===== src/rtl/tlb_pkg.sv =====
package tlb_pkg;

    localparam int ASID_W = 10;
    localparam int VPPN_W = 19;
    localparam int PPN_W  = 20;
    localparam int PS_W   = 6;
    localparam int MAT_W  = 2;

    typedef logic [31:0]       va_t;
    typedef logic [31:0]       pa_t;
    typedef logic [ASID_W-1:0] asid_t;
    typedef logic [VPPN_W-1:0] vppn_t;    // VA[31:13]
    typedef logic [PPN_W-1:0]  ppn_t;
    typedef logic [36:0]       tlb_cmp_t;  // E, ASID, G, PS, VPPN
    typedef logic [25:0]       tlb_half_t; // V, D, MAT, PLV, PPN
    typedef logic [1:0]        fault_t;
    typedef logic [4:0]        inv_op_t;

    localparam int CMP_VPPN_LSB = 0;
    localparam int CMP_PS_LSB   = 19;
    localparam int CMP_G_LSB    = 25;
    localparam int CMP_ASID_LSB = 26;
    localparam int CMP_E_LSB    = 36;

    // PLV occupies bits 21:20 and is not checked
    localparam int HALF_PPN_LSB = 0;
    localparam int HALF_MAT_LSB = 22;
    localparam int HALF_D_LSB   = 24;
    localparam int HALF_V_LSB   = 25;

    localparam logic [PS_W-1:0]  PS_4K      = 6'd12;
    localparam logic [PS_W-1:0]  PS_4M      = 6'd21;
    localparam logic [MAT_W-1:0] MAT_CACHED = 2'd1; // Coherent cached

    localparam int DMW_VSEG_LSB = 29;
    localparam int DMW_PSEG_LSB = 25;
    localparam int DMW_MAT_LSB  = 4;
    localparam int DMW_PLV0_BIT = 0;
    localparam int DMW_PLV3_BIT = 3;

    localparam fault_t FAULT_NONE    = 2'd0;
    localparam fault_t FAULT_REFILL  = 2'd1;
    localparam fault_t FAULT_INVALID = 2'd2;
    localparam fault_t FAULT_MODIFY  = 2'd3;

    localparam inv_op_t INV_ALL     = 5'd0;
    localparam inv_op_t INV_ALL_ALT = 5'd1;
    localparam inv_op_t INV_GLOBAL  = 5'd2;
    localparam inv_op_t INV_LOCAL   = 5'd3;
    localparam inv_op_t INV_ASID    = 5'd4;
    localparam inv_op_t INV_ASID_VA = 5'd5;
    localparam inv_op_t INV_GA_VA   = 5'd6;

    function automatic logic entry_hits(tlb_cmp_t cmp, asid_t asid, vppn_t vppn);
        logic asid_ok;
        logic vppn_ok;
        asid_ok = cmp[CMP_G_LSB] || (cmp[CMP_ASID_LSB +: ASID_W] == asid);
        if (cmp[CMP_PS_LSB +: PS_W] == PS_4M)
            vppn_ok = cmp[CMP_VPPN_LSB + 9 +: 10] == vppn[VPPN_W-1:9]; // VA[31:22] only
        else
            vppn_ok = cmp[CMP_VPPN_LSB +: VPPN_W] == vppn;
        return cmp[CMP_E_LSB] && asid_ok && vppn_ok;
    endfunction

endpackage


===== src/rtl/tlb_entry_array.sv =====
`timescale 1ns/1ps

module tlb_entry_array #(
    parameter int   TLB_NUM = 16,
    localparam int  IDX_W   = $clog2(TLB_NUM)
) (
    input  logic                 clk,
    input  logic                 rstn,

    input  logic                 wr_valid,
    input  logic [IDX_W-1:0]     wr_index,
    input  tlb_pkg::tlb_cmp_t    wr_cmp,
    input  tlb_pkg::tlb_half_t   wr_even,
    input  tlb_pkg::tlb_half_t   wr_odd,

    input  logic                 inv_valid,
    input  tlb_pkg::inv_op_t     inv_op,
    input  tlb_pkg::asid_t       inv_asid,
    input  tlb_pkg::vppn_t       inv_vppn,

    output tlb_pkg::tlb_cmp_t    cmp  [TLB_NUM-1:0],
    output tlb_pkg::tlb_half_t   even [TLB_NUM-1:0],
    output tlb_pkg::tlb_half_t   odd  [TLB_NUM-1:0]
);

    logic [TLB_NUM-1:0] g;
    logic [TLB_NUM-1:0] asid_eq;
    logic [TLB_NUM-1:0] vppn_eq;
    logic [TLB_NUM-1:0] inv_clr;

    // Per-entry invalidate decision
    always_comb begin
        for (int i = 0; i < TLB_NUM; i++) begin
            g[i]       = cmp[i][tlb_pkg::CMP_G_LSB];
            asid_eq[i] = cmp[i][tlb_pkg::CMP_ASID_LSB +: tlb_pkg::ASID_W] == inv_asid;
            // Full VPPN compare regardless of page size
            vppn_eq[i] = cmp[i][tlb_pkg::CMP_VPPN_LSB +: tlb_pkg::VPPN_W] == inv_vppn;
            case (inv_op)
                tlb_pkg::INV_ALL,
                tlb_pkg::INV_ALL_ALT: inv_clr[i] = 1'b1;
                tlb_pkg::INV_GLOBAL:  inv_clr[i] = g[i];
                tlb_pkg::INV_LOCAL:   inv_clr[i] = !g[i];
                tlb_pkg::INV_ASID:    inv_clr[i] = !g[i] && asid_eq[i];
                tlb_pkg::INV_ASID_VA: inv_clr[i] = !g[i] && asid_eq[i] && vppn_eq[i];
                tlb_pkg::INV_GA_VA:   inv_clr[i] = (g[i] || asid_eq[i]) && vppn_eq[i];
                default:              inv_clr[i] = 1'b0; // Unknown op, no effect
            endcase
        end
    end

    always_ff @(posedge clk or negedge rstn) begin
        if (!rstn) begin
            for (int i = 0; i < TLB_NUM; i++) begin
                cmp[i]  <= '0;
                even[i] <= '0;
                odd[i]  <= '0;
            end
        end else if (wr_valid) begin // Write beats invalidate
            cmp[wr_index]  <= wr_cmp;
            even[wr_index] <= wr_even;
            odd[wr_index]  <= wr_odd;
        end else if (inv_valid) begin
            for (int i = 0; i < TLB_NUM; i++) begin
                if (inv_clr[i])
                    cmp[i][tlb_pkg::CMP_E_LSB] <= 1'b0;
            end
        end
    end

endmodule


===== src/rtl/tlb_hit_stage.sv =====
`timescale 1ns/1ps

module tlb_hit_stage #(
    parameter int   TLB_NUM = 16,
    localparam int  IDX_W   = $clog2(TLB_NUM)
) (
    input  logic                 clk,
    input  logic                 rstn,

    input  logic                 req_valid,
    input  tlb_pkg::va_t         req_va,
    input  logic                 req_store,
    input  tlb_pkg::asid_t       asid,

    input  tlb_pkg::tlb_cmp_t    cmp  [TLB_NUM-1:0],
    input  tlb_pkg::tlb_half_t   even [TLB_NUM-1:0],
    input  tlb_pkg::tlb_half_t   odd  [TLB_NUM-1:0],

    output logic                 s1_valid,
    output tlb_pkg::va_t         s1_va,
    output logic                 s1_store,
    output logic                 s1_hit,
    output tlb_pkg::tlb_half_t   s1_half,
    output logic                 s1_ps4m
);

    logic [TLB_NUM-1:0]  hit;
    logic [TLB_NUM-1:0]  is_4m;
    logic [TLB_NUM-1:0]  odd_sel;
    tlb_pkg::tlb_half_t  half_or;
    logic                ps4m_or;

    always_comb begin
        half_or = '0;
        ps4m_or = 1'b0;
        for (int i = 0; i < TLB_NUM; i++) begin
            is_4m[i]   = cmp[i][tlb_pkg::CMP_PS_LSB +: tlb_pkg::PS_W] == tlb_pkg::PS_4M;
            hit[i]     = tlb_pkg::entry_hits(cmp[i], asid, req_va[31:13]);
            odd_sel[i] = is_4m[i] ? req_va[21] : req_va[12]; // Even/odd page of the pair
            // At most one entry hits, so OR acts as the select
            if (hit[i]) begin
                half_or = half_or | (odd_sel[i] ? odd[i] : even[i]);
                ps4m_or = ps4m_or | is_4m[i];
            end
        end
    end

    always_ff @(posedge clk or negedge rstn) begin
        if (!rstn)
            s1_valid <= 1'b0;
        else
            s1_valid <= req_valid;
    end

    always_ff @(posedge clk) begin
        if (req_valid) begin
            s1_va    <= req_va;
            s1_store <= req_store;
            s1_hit   <= |hit;
            s1_half  <= half_or;
            s1_ps4m  <= ps4m_or;
        end
    end

endmodule


===== src/rtl/tlb_mmu.sv =====
`timescale 1ns/1ps

module tlb_mmu #(
    parameter int   TLB_NUM = 16,
    localparam int  IDX_W   = $clog2(TLB_NUM)
) (
    input  logic                 clk,
    input  logic                 rstn,
    input  logic                 req_valid,
    input  tlb_pkg::va_t         req_va,
    input  logic                 req_store,
    input  logic                 wr_valid,
    input  logic [IDX_W-1:0]     wr_index,
    input  tlb_pkg::tlb_cmp_t    wr_cmp,
    input  tlb_pkg::tlb_half_t   wr_even,
    input  tlb_pkg::tlb_half_t   wr_odd,
    input  logic                 inv_valid,
    input  tlb_pkg::inv_op_t     inv_op,
    input  tlb_pkg::asid_t       inv_asid,
    input  tlb_pkg::vppn_t       inv_vppn,
    input  logic                 srch_valid,
    input  tlb_pkg::vppn_t       srch_vppn,
    input  tlb_pkg::asid_t       asid,
    input  logic                 pg,
    input  logic [1:0]           datm,
    input  logic [31:0]          dmw0,
    input  logic [31:0]          dmw1,
    output logic                 resp_valid,
    output tlb_pkg::pa_t         resp_pa,
    output logic                 resp_cached,
    output tlb_pkg::fault_t      resp_fault,
    output logic                 srch_done,
    output logic                 srch_hit,
    output logic [IDX_W-1:0]     srch_index
);

    tlb_pkg::tlb_cmp_t   cmp  [TLB_NUM-1:0];
    tlb_pkg::tlb_half_t  even [TLB_NUM-1:0];
    tlb_pkg::tlb_half_t  odd  [TLB_NUM-1:0];

    logic                s1_valid;
    tlb_pkg::va_t        s1_va;
    logic                s1_store;
    logic                s1_hit;
    tlb_pkg::tlb_half_t  s1_half;
    logic                s1_ps4m;

    tlb_entry_array #(.TLB_NUM(TLB_NUM)) u_entry_array (
        .clk       (clk),
        .rstn      (rstn),
        .wr_valid  (wr_valid),
        .wr_index  (wr_index),
        .wr_cmp    (wr_cmp),
        .wr_even   (wr_even),
        .wr_odd    (wr_odd),
        .inv_valid (inv_valid),
        .inv_op    (inv_op),
        .inv_asid  (inv_asid),
        .inv_vppn  (inv_vppn),
        .cmp       (cmp),
        .even      (even),
        .odd       (odd)
    );

    tlb_hit_stage #(.TLB_NUM(TLB_NUM)) u_hit_stage (
        .clk       (clk),
        .rstn      (rstn),
        .req_valid (req_valid),
        .req_va    (req_va),
        .req_store (req_store),
        .asid      (asid),
        .cmp       (cmp),
        .even      (even),
        .odd       (odd),
        .s1_valid  (s1_valid),
        .s1_va     (s1_va),
        .s1_store  (s1_store),
        .s1_hit    (s1_hit),
        .s1_half   (s1_half),
        .s1_ps4m   (s1_ps4m)
    );

    tlb_translate_stage u_translate_stage (
        .clk         (clk),
        .rstn        (rstn),
        .s1_valid    (s1_valid),
        .s1_va       (s1_va),
        .s1_store    (s1_store),
        .s1_hit      (s1_hit),
        .s1_half     (s1_half),
        .s1_ps4m     (s1_ps4m),
        .pg          (pg),
        .datm        (datm),
        .dmw0        (dmw0),
        .dmw1        (dmw1),
        .resp_valid  (resp_valid),
        .resp_pa     (resp_pa),
        .resp_cached (resp_cached),
        .resp_fault  (resp_fault)
    );

    tlb_search #(.TLB_NUM(TLB_NUM)) u_search (
        .clk        (clk),
        .rstn       (rstn),
        .srch_valid (srch_valid),
        .srch_vppn  (srch_vppn),
        .asid       (asid),
        .cmp        (cmp),
        .srch_done  (srch_done),
        .srch_hit   (srch_hit),
        .srch_index (srch_index)
    );

endmodule


===== src/rtl/tlb_search.sv =====
`timescale 1ns/1ps

module tlb_search #(
    parameter int   TLB_NUM = 16,
    localparam int  IDX_W   = $clog2(TLB_NUM)
) (
    input  logic                 clk,
    input  logic                 rstn,

    input  logic                 srch_valid,
    input  tlb_pkg::vppn_t       srch_vppn,
    input  tlb_pkg::asid_t       asid,
    input  tlb_pkg::tlb_cmp_t    cmp [TLB_NUM-1:0],

    output logic                 srch_done,
    output logic                 srch_hit,
    output logic [IDX_W-1:0]     srch_index
);

    logic [TLB_NUM-1:0] match;
    logic [IDX_W-1:0]   first_idx;

    // Scan downward so the lowest match wins, 0 on a miss
    always_comb begin
        first_idx = '0;
        for (int i = TLB_NUM - 1; i >= 0; i--) begin
            match[i] = tlb_pkg::entry_hits(cmp[i], asid, srch_vppn);
            if (match[i])
                first_idx = IDX_W'(i);
        end
    end

    always_ff @(posedge clk or negedge rstn) begin
        if (!rstn)
            srch_done <= 1'b0;
        else
            srch_done <= srch_valid;
    end

    always_ff @(posedge clk) begin
        if (srch_valid) begin
            srch_hit   <= |match;
            srch_index <= first_idx;
        end
    end

endmodule


===== src/rtl/tlb_translate_stage.sv =====
`timescale 1ns/1ps

module tlb_translate_stage (
    input  logic                 clk,
    input  logic                 rstn,

    input  logic                 s1_valid,
    input  tlb_pkg::va_t         s1_va,
    input  logic                 s1_store,
    input  logic                 s1_hit,
    input  tlb_pkg::tlb_half_t   s1_half,
    input  logic                 s1_ps4m,

    input  logic                 pg,
    input  logic [1:0]           datm,
    input  logic [31:0]          dmw0,
    input  logic [31:0]          dmw1,

    output logic                 resp_valid,
    output tlb_pkg::pa_t         resp_pa,
    output logic                 resp_cached,
    output tlb_pkg::fault_t      resp_fault
);

    // Window matches when segment agrees and some PLV enable is set
    function automatic logic dmw_hit(logic [31:0] dmw, tlb_pkg::va_t va);
        return (dmw[tlb_pkg::DMW_VSEG_LSB +: 3] == va[31:29]) &&
               (dmw[tlb_pkg::DMW_PLV0_BIT] || dmw[tlb_pkg::DMW_PLV3_BIT]);
    endfunction

    logic               dmw0_hit;
    logic               dmw1_hit;
    tlb_pkg::ppn_t      ppn;
    tlb_pkg::pa_t       tlb_pa;
    tlb_pkg::pa_t       pa_nxt;
    logic               cached_nxt;
    tlb_pkg::fault_t    fault_nxt;
    tlb_pkg::fault_t    tlb_fault;

    assign dmw0_hit = dmw_hit(dmw0, s1_va);
    assign dmw1_hit = dmw_hit(dmw1, s1_va);
    assign ppn      = s1_half[tlb_pkg::HALF_PPN_LSB +: tlb_pkg::PPN_W];
    assign tlb_pa   = s1_ps4m ? {ppn[19:9], s1_va[20:0]} : {ppn, s1_va[11:0]};

    always_comb begin
        if (!s1_hit)
            tlb_fault = tlb_pkg::FAULT_REFILL;
        else if (!s1_half[tlb_pkg::HALF_V_LSB])
            tlb_fault = tlb_pkg::FAULT_INVALID;
        else if (s1_store && !s1_half[tlb_pkg::HALF_D_LSB])
            tlb_fault = tlb_pkg::FAULT_MODIFY; // Store to clean page
        else
            tlb_fault = tlb_pkg::FAULT_NONE;
    end

    always_comb begin
        fault_nxt = tlb_pkg::FAULT_NONE;
        if (!pg) begin // Direct mode
            pa_nxt     = s1_va;
            cached_nxt = datm == tlb_pkg::MAT_CACHED;
        end else if (dmw0_hit) begin
            pa_nxt     = {dmw0[tlb_pkg::DMW_PSEG_LSB +: 3], s1_va[28:0]};
            cached_nxt = dmw0[tlb_pkg::DMW_MAT_LSB +: 2] == tlb_pkg::MAT_CACHED;
        end else if (dmw1_hit) begin
            pa_nxt     = {dmw1[tlb_pkg::DMW_PSEG_LSB +: 3], s1_va[28:0]};
            cached_nxt = dmw1[tlb_pkg::DMW_MAT_LSB +: 2] == tlb_pkg::MAT_CACHED;
        end else begin
            pa_nxt     = tlb_pa;
            cached_nxt = s1_half[tlb_pkg::HALF_MAT_LSB +: tlb_pkg::MAT_W] == tlb_pkg::MAT_CACHED;
            fault_nxt  = tlb_fault;
        end
    end

    always_ff @(posedge clk or negedge rstn) begin
        if (!rstn) begin
            resp_valid <= 1'b0;
            resp_fault <= tlb_pkg::FAULT_NONE;
        end else begin
            resp_valid <= s1_valid;
            if (s1_valid)
                resp_fault <= fault_nxt;
        end
    end

    always_ff @(posedge clk) begin
        if (s1_valid) begin
            resp_pa     <= pa_nxt;
            resp_cached <= cached_nxt;
        end
    end

endmodule


===== config.mk =====
export PLATFORM = sky130hd
export DESIGN_NAME = tlb_mmu
export DESIGN_NICKNAME = d
export VERILOG_FILES = /design/src/rtl/tlb_pkg.sv /design/src/rtl/tlb_entry_array.sv /design/src/rtl/tlb_hit_stage.sv /design/src/rtl/tlb_mmu.sv /design/src/rtl/tlb_search.sv /design/src/rtl/tlb_translate_stage.sv
export SDC_FILE = /design/constraint.sdc
export NUM_CORES = 2
export LEC_CHECK = 0
export BUFFER_PORTS_ARGS = -buffer_cell sky130_fd_sc_hd__buf_2
export CORE_MARGIN = 3
export CORE_UTILIZATION = 45
export CTS_BUF_LIST = sky130_fd_sc_hd__clkbuf_4
export CTS_CLUSTER_DIAMETER = 80
export CTS_CLUSTER_SIZE = 12
export DETAILED_ROUTE_END_ITERATION = 6
export PLACE_DENSITY_LB_ADDON = 0.12
export SYNTH_ARGS = -nofsm -noshare
export SYNTH_HDL_FRONTEND = slang
export SYNTH_HIERARCHICAL = 1
export SYNTH_SLANG_ARGS = --single-unit

===== constraint.sdc =====
create_clock -name clk -period 3.2 [get_ports clk]
set_clock_uncertainty 0.2 [all_clocks]
set_input_delay 0.16 -clock clk [delete_from_list [all_inputs] [get_ports clk]]
set_output_delay 0.16 -clock clk [all_outputs]
set_load 0.02 [all_outputs]

# Word-level counts from Yosys, hierarchy flattened

Cells that the tools add are included.

Flip-flop bits (word level): 1528
Word-level logic and storage cells: 638

Magnitude comparators: 2
Eq/ne operators: 140
Mux-type cells: 195
Bitwise operators: 30
Reduce and logical (&&, ||, !) cells: 191

Operators with widths:

| operator                                      | count |
|---|---|
| == test 19 bit                                | 48 |
| two-way mux 26 bit                            | 33 |
| bitwise mux 416 bit                           | 2 |
| == test 10 bit                                | 64 |
| bitwise mux 592 bit                           | 1 |
| bitwise OR 26 bit                             | 15 |
| demux 37 bit (select 4 bit)                   | 1 |
| two-way mux 1 bit                             | 116 |
| demux 26 bit (select 4 bit)                   | 1 |
| logical AND 1 bit                             | 100 |
| == test 6 x 5 -> 1 bit, second input constant | 16 |
| two-way mux 32 bit                            | 3 |
| one-hot mux 1 bit (6 select lines)            | 16 |
| two-way mux 37 bit                            | 1 |
| logical OR 1 bit                              | 34 |
| nonzero test 2 bit                            | 17 |
| two-way mux 4 bit                             | 8 |
| AND reduction 2 bit                           | 16 |
| OR reduction 16 bit                           | 2 |
| two-way mux 21 bit                            | 1 |
| zero test 1 bit                               | 17 |
| two-way mux 2 bit                             | 8 |
| == test 5 x 3 -> 1 bit, second input constant | 3 |
| bitwise OR 1 bit                              | 15 |
| other kinds (11)                              | 20 |

# Longest topological paths before layout

Word-level depth: 35
Gate-level depth with buffers: 11
Mapped depth without buffers: 9

# Cells and area by module

Netlist, hierarchy kept.

By module, submodules not included:

| module              | times used | cells each | area an instance (um2) | sequential area each (um2) |
|---|---|---|---|---|
| tlb_entry_array     | 1          | 4040       | 59768.6                | 35634.2 |
| tlb_hit_stage       | 1          | 1672       | 14869.3                | 1856.8 |
| tlb_search          | 1          | 759        | 6281.0                 | 175.2 |
| tlb_translate_stage | 1          | 96         | 1615.3                 | 1066.0 |

# Worst setup path after synthesis

No wires, ideal clock.

Kind: input to register
Start point: input srch_vppn[9]
End point: register u_search.srch_index[0] (data pin)
Library setup time: 0.279 ns
Data arrival time: 2.054 ns
Data required time: 2.721 ns
Path slack: 0.668 ns
Stages on the path: 8
Path through: clkbuf_1 -> buf_2 -> xnor2_1 -> nand4_1 -> or4_1 -> a221o_1 -> a21oi_2 -> o41ai_2

Longest elaborated chain between the ends: 18
Elaborated cells between the ends (all ways): 79

RTL lines:

| item                                                    | RTL line                     | RTL |
|---|---|---|
| start, declared                                         | tlb_mmu.sv:22                | `input tlb_pkg::vppn_t srch_vppn,` |
| == test 19 bit / == test 10 bit (equally long branches) | tlb_pkg.sv:61, tlb_pkg.sv:59 |  |
| two-way mux 1 bit                                       | tlb_pkg.sv:58                | `if (cmp[CMP_PS_LSB +: PS_W] == PS_4M)` |
| logical AND 1 bit                                       | tlb_pkg.sv:62                | `return cmp[CMP_E_LSB] && asid_ok && vppn_ok;` |
| two-way mux 4 bit (8 in a row)                          | tlb_search.sv:28             | `if (match[i])` |
| two-way mux 3 bit (4 in a row)                          | tlb_search.sv:28             |  |
| two-way mux 2 bit (2 in a row)                          | tlb_search.sv:28             |  |
| two-way mux 1 bit                                       | tlb_search.sv:28             |  |
| end signal, assigned                                    | tlb_search.sv:43             | `srch_index <= first_idx;` |
| end, declared                                           | tlb_search.sv:17             | `output logic [IDX_W-1:0] srch_index` |

Parallel ways exist; a longest one is shown, timed or not.
A chain may end at the register's enable or synchronous reset.

# Worst setup path in the final report

Start point: register u_entry_array/cmp[237] in the netlist's numbering
End point: register u_entry_array/cmp[258] in the netlist's numbering

Longest elaborated chain between the ends: 5
Elaborated cells between the ends (all ways): 6

RTL lines:

| item                                        | RTL line                                     | RTL |
|---|---|---|
| start, declared                             | tlb_entry_array.sv:21                        | `output tlb_pkg::tlb_cmp_t cmp [TLB_NUM-1:0],` |
| start signal, assigned by index             | tlb_entry_array.sv:59                        | `cmp[wr_index] <= wr_cmp;` |
| == test 19 bit *                            | tlb_entry_array.sv:37                        | `vppn_eq[i] = cmp[i][tlb_pkg::CMP_VPPN_LSB +: tlb_pkg::VPPN_W] == inv_vppn;` |
| logical AND 1 bit, on equally long branches | tlb_entry_array.sv:45, tlb_entry_array.sv:44 |  |
| one-hot mux 1 bit (6 select lines) *        | tlb_entry_array.sv:38                        | `case (inv_op)` |
| nonzero test 2 bit (no source line) *       | --                                           |  |
| AND reduction 2 bit (no source line) *      | --                                           |  |

Mark *: on every way between the ends. The rest lies on a longest branch, timed or not.

==> impl_metrics.ini <==
[routing]
wl_per_cell_um = 30.5
routed_wl_mm = 289
postRouteAntennaNets = 0
vias = 56300
detail_route.first_pass.iterations = 7
drt_iter0_markers = 5201
m1WireLength_mm = 118
top_layer = met5
met3_length_mm = 16.5
drc = 2
via_per_inst = 5.93
met2WireLength_mm = 138

[timing]
min_period_ns = 3.22
max_freq_mhz = 310
hold_violations = 0
tightest_slew_ns = 1.36
fin_setup_tns_ns = -0.0261
slew_violations = 0
setup_viol = 2
min_period_over_period = 1.01
finalWorstSetupSlack_ns = -0.0246
relSlewSlack = 0.0920

[worst_setup_path]
critPathMaxFanout = 3
setup.worst_path.end_class = flip-flop
critPathRequiredTime_ns = 4.17
start_kind = flip-flop
critical_path_class = flip-flop to flip-flop
crit_arrival_ns = 4.20

[floorplan]
start_util = 0.455
die_w_um = 427
design.core.area_mm2 = 0.175
io_pins = 304
row_count = 153
die_area_mm2 = 0.182
chipHeight_um = 427

[finish]
area_growth_pct = 15.1
nets = 7354
drive_above_1_share = 0.311
instances_no_fill = 9494

[clocking]
numClockSinks = 1462
clk_pin_slew_ns = 0.14
cts_max_level = 4
cts_tree = done
cts.path.max_buffers = 3
clk_latency_ns = 1.28
numCtsBuffers = 142
root_buffer = clkbuf_4

[yosys]
avgSynthCellArea_um2 = 12.5
syn-num-nets = 6637
yosysWarnings = 6
syn_inst = 6375
syn_area_mm2 = 0.0797

[placement]
gp_congestion = 0.947
dpl.hpwl_mm = 189
dp.cells = 8795
port_buffers = 255

[run_status]
violations = DRC, setup timing
outcome = finished with violations

[global_route]
grt_pass1_vias = 57100
grt_pass1_wl_mm = 413
track_usage = 0.313
antenna_found_initial = 26
grt-ovfl-total = 0
grt_max_degree = 116

[flow_run]
maxCapViolCount = 0

[pwr]
power_per_cell_area_mw_per_mm2 = 539
leakage_nw = 38.9
ir_worst_vdd_v = 0.000383

[min_path]
hold_path_class = primary input to flip-flop
stage by stage:
step / hold WS [ns] / util / worst slack [ns] / area [µm²] / total power (W)
final: 0.0844 / 0.524 / -0.0246 / 91700 / 0.0494
after global routing: 0.0201 / 0.524 / -0.00832 / 91700 / 0.0520
after CTS: 0.00152 / 0.523 / 0.0211 / 91500 / 0.0496
after detailed placement: -0.111 / 0.486 / -0.101 / 85000 / 0.0396
after global placement: -0.120 / 0.486 / -0.142 / 85000 / 0.0392
after floorplan: -0.336 / - / 0.668 / 79700 / 0.0351
layout make-up:
cell class | instances | area, µm²
antenna | 17 | 42.5
clock buffer | 181 | 1360
clock inverter | 23 | 236
fill | 15300 | 83300
inverter | 9 | 33.8
multi-input combinational | 4389 | 39700
sequential | 1462 | 37100
tap | 2325 | 2910
timing repair buffer | 1088 | 10300
layout by cell type (no fill, tap or decap), types with 9 or more instances in the layout:
cell / instances
dfrtp_1: 1360
mux2_2: 1287
xor2_1: 849
xnor2_1: 558
dlygate4sd3_1: 459
mux2i_1: 390
buf_2: 253
buf_4: 247
o22ai_1: 192
nor4_1: 190
clkbuf_4: 181
nand4_1: 157
buf_12: 122
nor2_1: 121
edfxtp_1: 97
nand3_1: 74
nor3_1: 72
mux2_1: 69
nand2_1: 48
a41oi_1: 30
o21ai_0: 28
nand3b_1: 26
a21o_1: 24
nor4bb_1: 19
diode_2: 17
nand2b_1: 17
a21oi_1: 17
or3_1: 16
a211o_2: 16
mux2i_4: 16
a31oi_1: 12
a32oi_1: 11
o31ai_1: 11
o211ai_1: 11
nor2_4: 10
and4bb_2: 10
or4_1: 9
inv_1: 9
mux2_4: 9
per-layer routing:
| metal | vias to the layer above | track usage |
|---|---|---|
| li1 | 24100 | - |
| met1 | 29400 | 0.406 |
| met2 | 2188 | 0.512 |
| met3 | 629 | 0.0422 |
| met4 | 8 | 0.160 |
| met5 | - | 0 |
worst max-delay path, stage by stage, from the launching register on:
cell and delay, ns:
dfrtp_1 0.43, buf_4 0.18, xnor2_1 0.24, nand4_1 0.28, nor4_1 0.79, buf_4 0.22, o2111ai_1 0.09, dlygate4sd3_1 0.58
o211a_1 0.11
path summary, 6_finish.rpt:
check,startpoint,end,slack (ns),cells past startpoint
worst min-delay path,wr_index[3],u_entry_array/cmp[207],0.08,5
worst max register to register,u_entry_array/cmp[237],u_entry_array/cmp[258],-0.02,8
worst max-delay path,u_entry_array/cmp[237],u_entry_array/cmp[258],-0.02,8
min in group asynchronous,rstn,u_entry_array/cmp[279],0.41,5
worst min register to register,u_hit_stage/s1_va[3],u_translate_stage/resp_pa[3],0.24,0
max in group asynchronous,rstn,u_entry_array/odd[69],1.28,7
repair_timing:
action	4_1_cts	5_1_grt
hold buffers	474	7
setup endpoints to repair	2	31
hold endpoints to repair	2877	31
gates resized for setup	2	21
buffers inserted	0	2
pin swaps	0	2
sequential cells by signal (all words and copies together), names as in the netlist:
signal / cells
u_hit_stage/s1_valid: 1
u_hit_stage/s1_store: 1
u_translate_stage/resp_cached: 1
u_hit_stage/s1_ps4m: 1
u_translate_stage/resp_pa: 32
u_search/srch_done: 1
u_entry_array/odd: 384
u_search/srch_index: 4
u_entry_array/even: 384
u_search/srch_hit: 1
u_hit_stage/s1_half: 24
u_hit_stage/s1_hit: 1
u_translate_stage/resp_valid: 1
u_translate_stage/resp_fault: 2
u_entry_array/cmp: 592
u_hit_stage/s1_va: 32
power breakdown:
part	internal [W]	switching, W
clock network	0.00296	0.00645
logic	0.00737	0.00617
registers	0.0227	0.00385
Power figures use the tool's default switching activity.
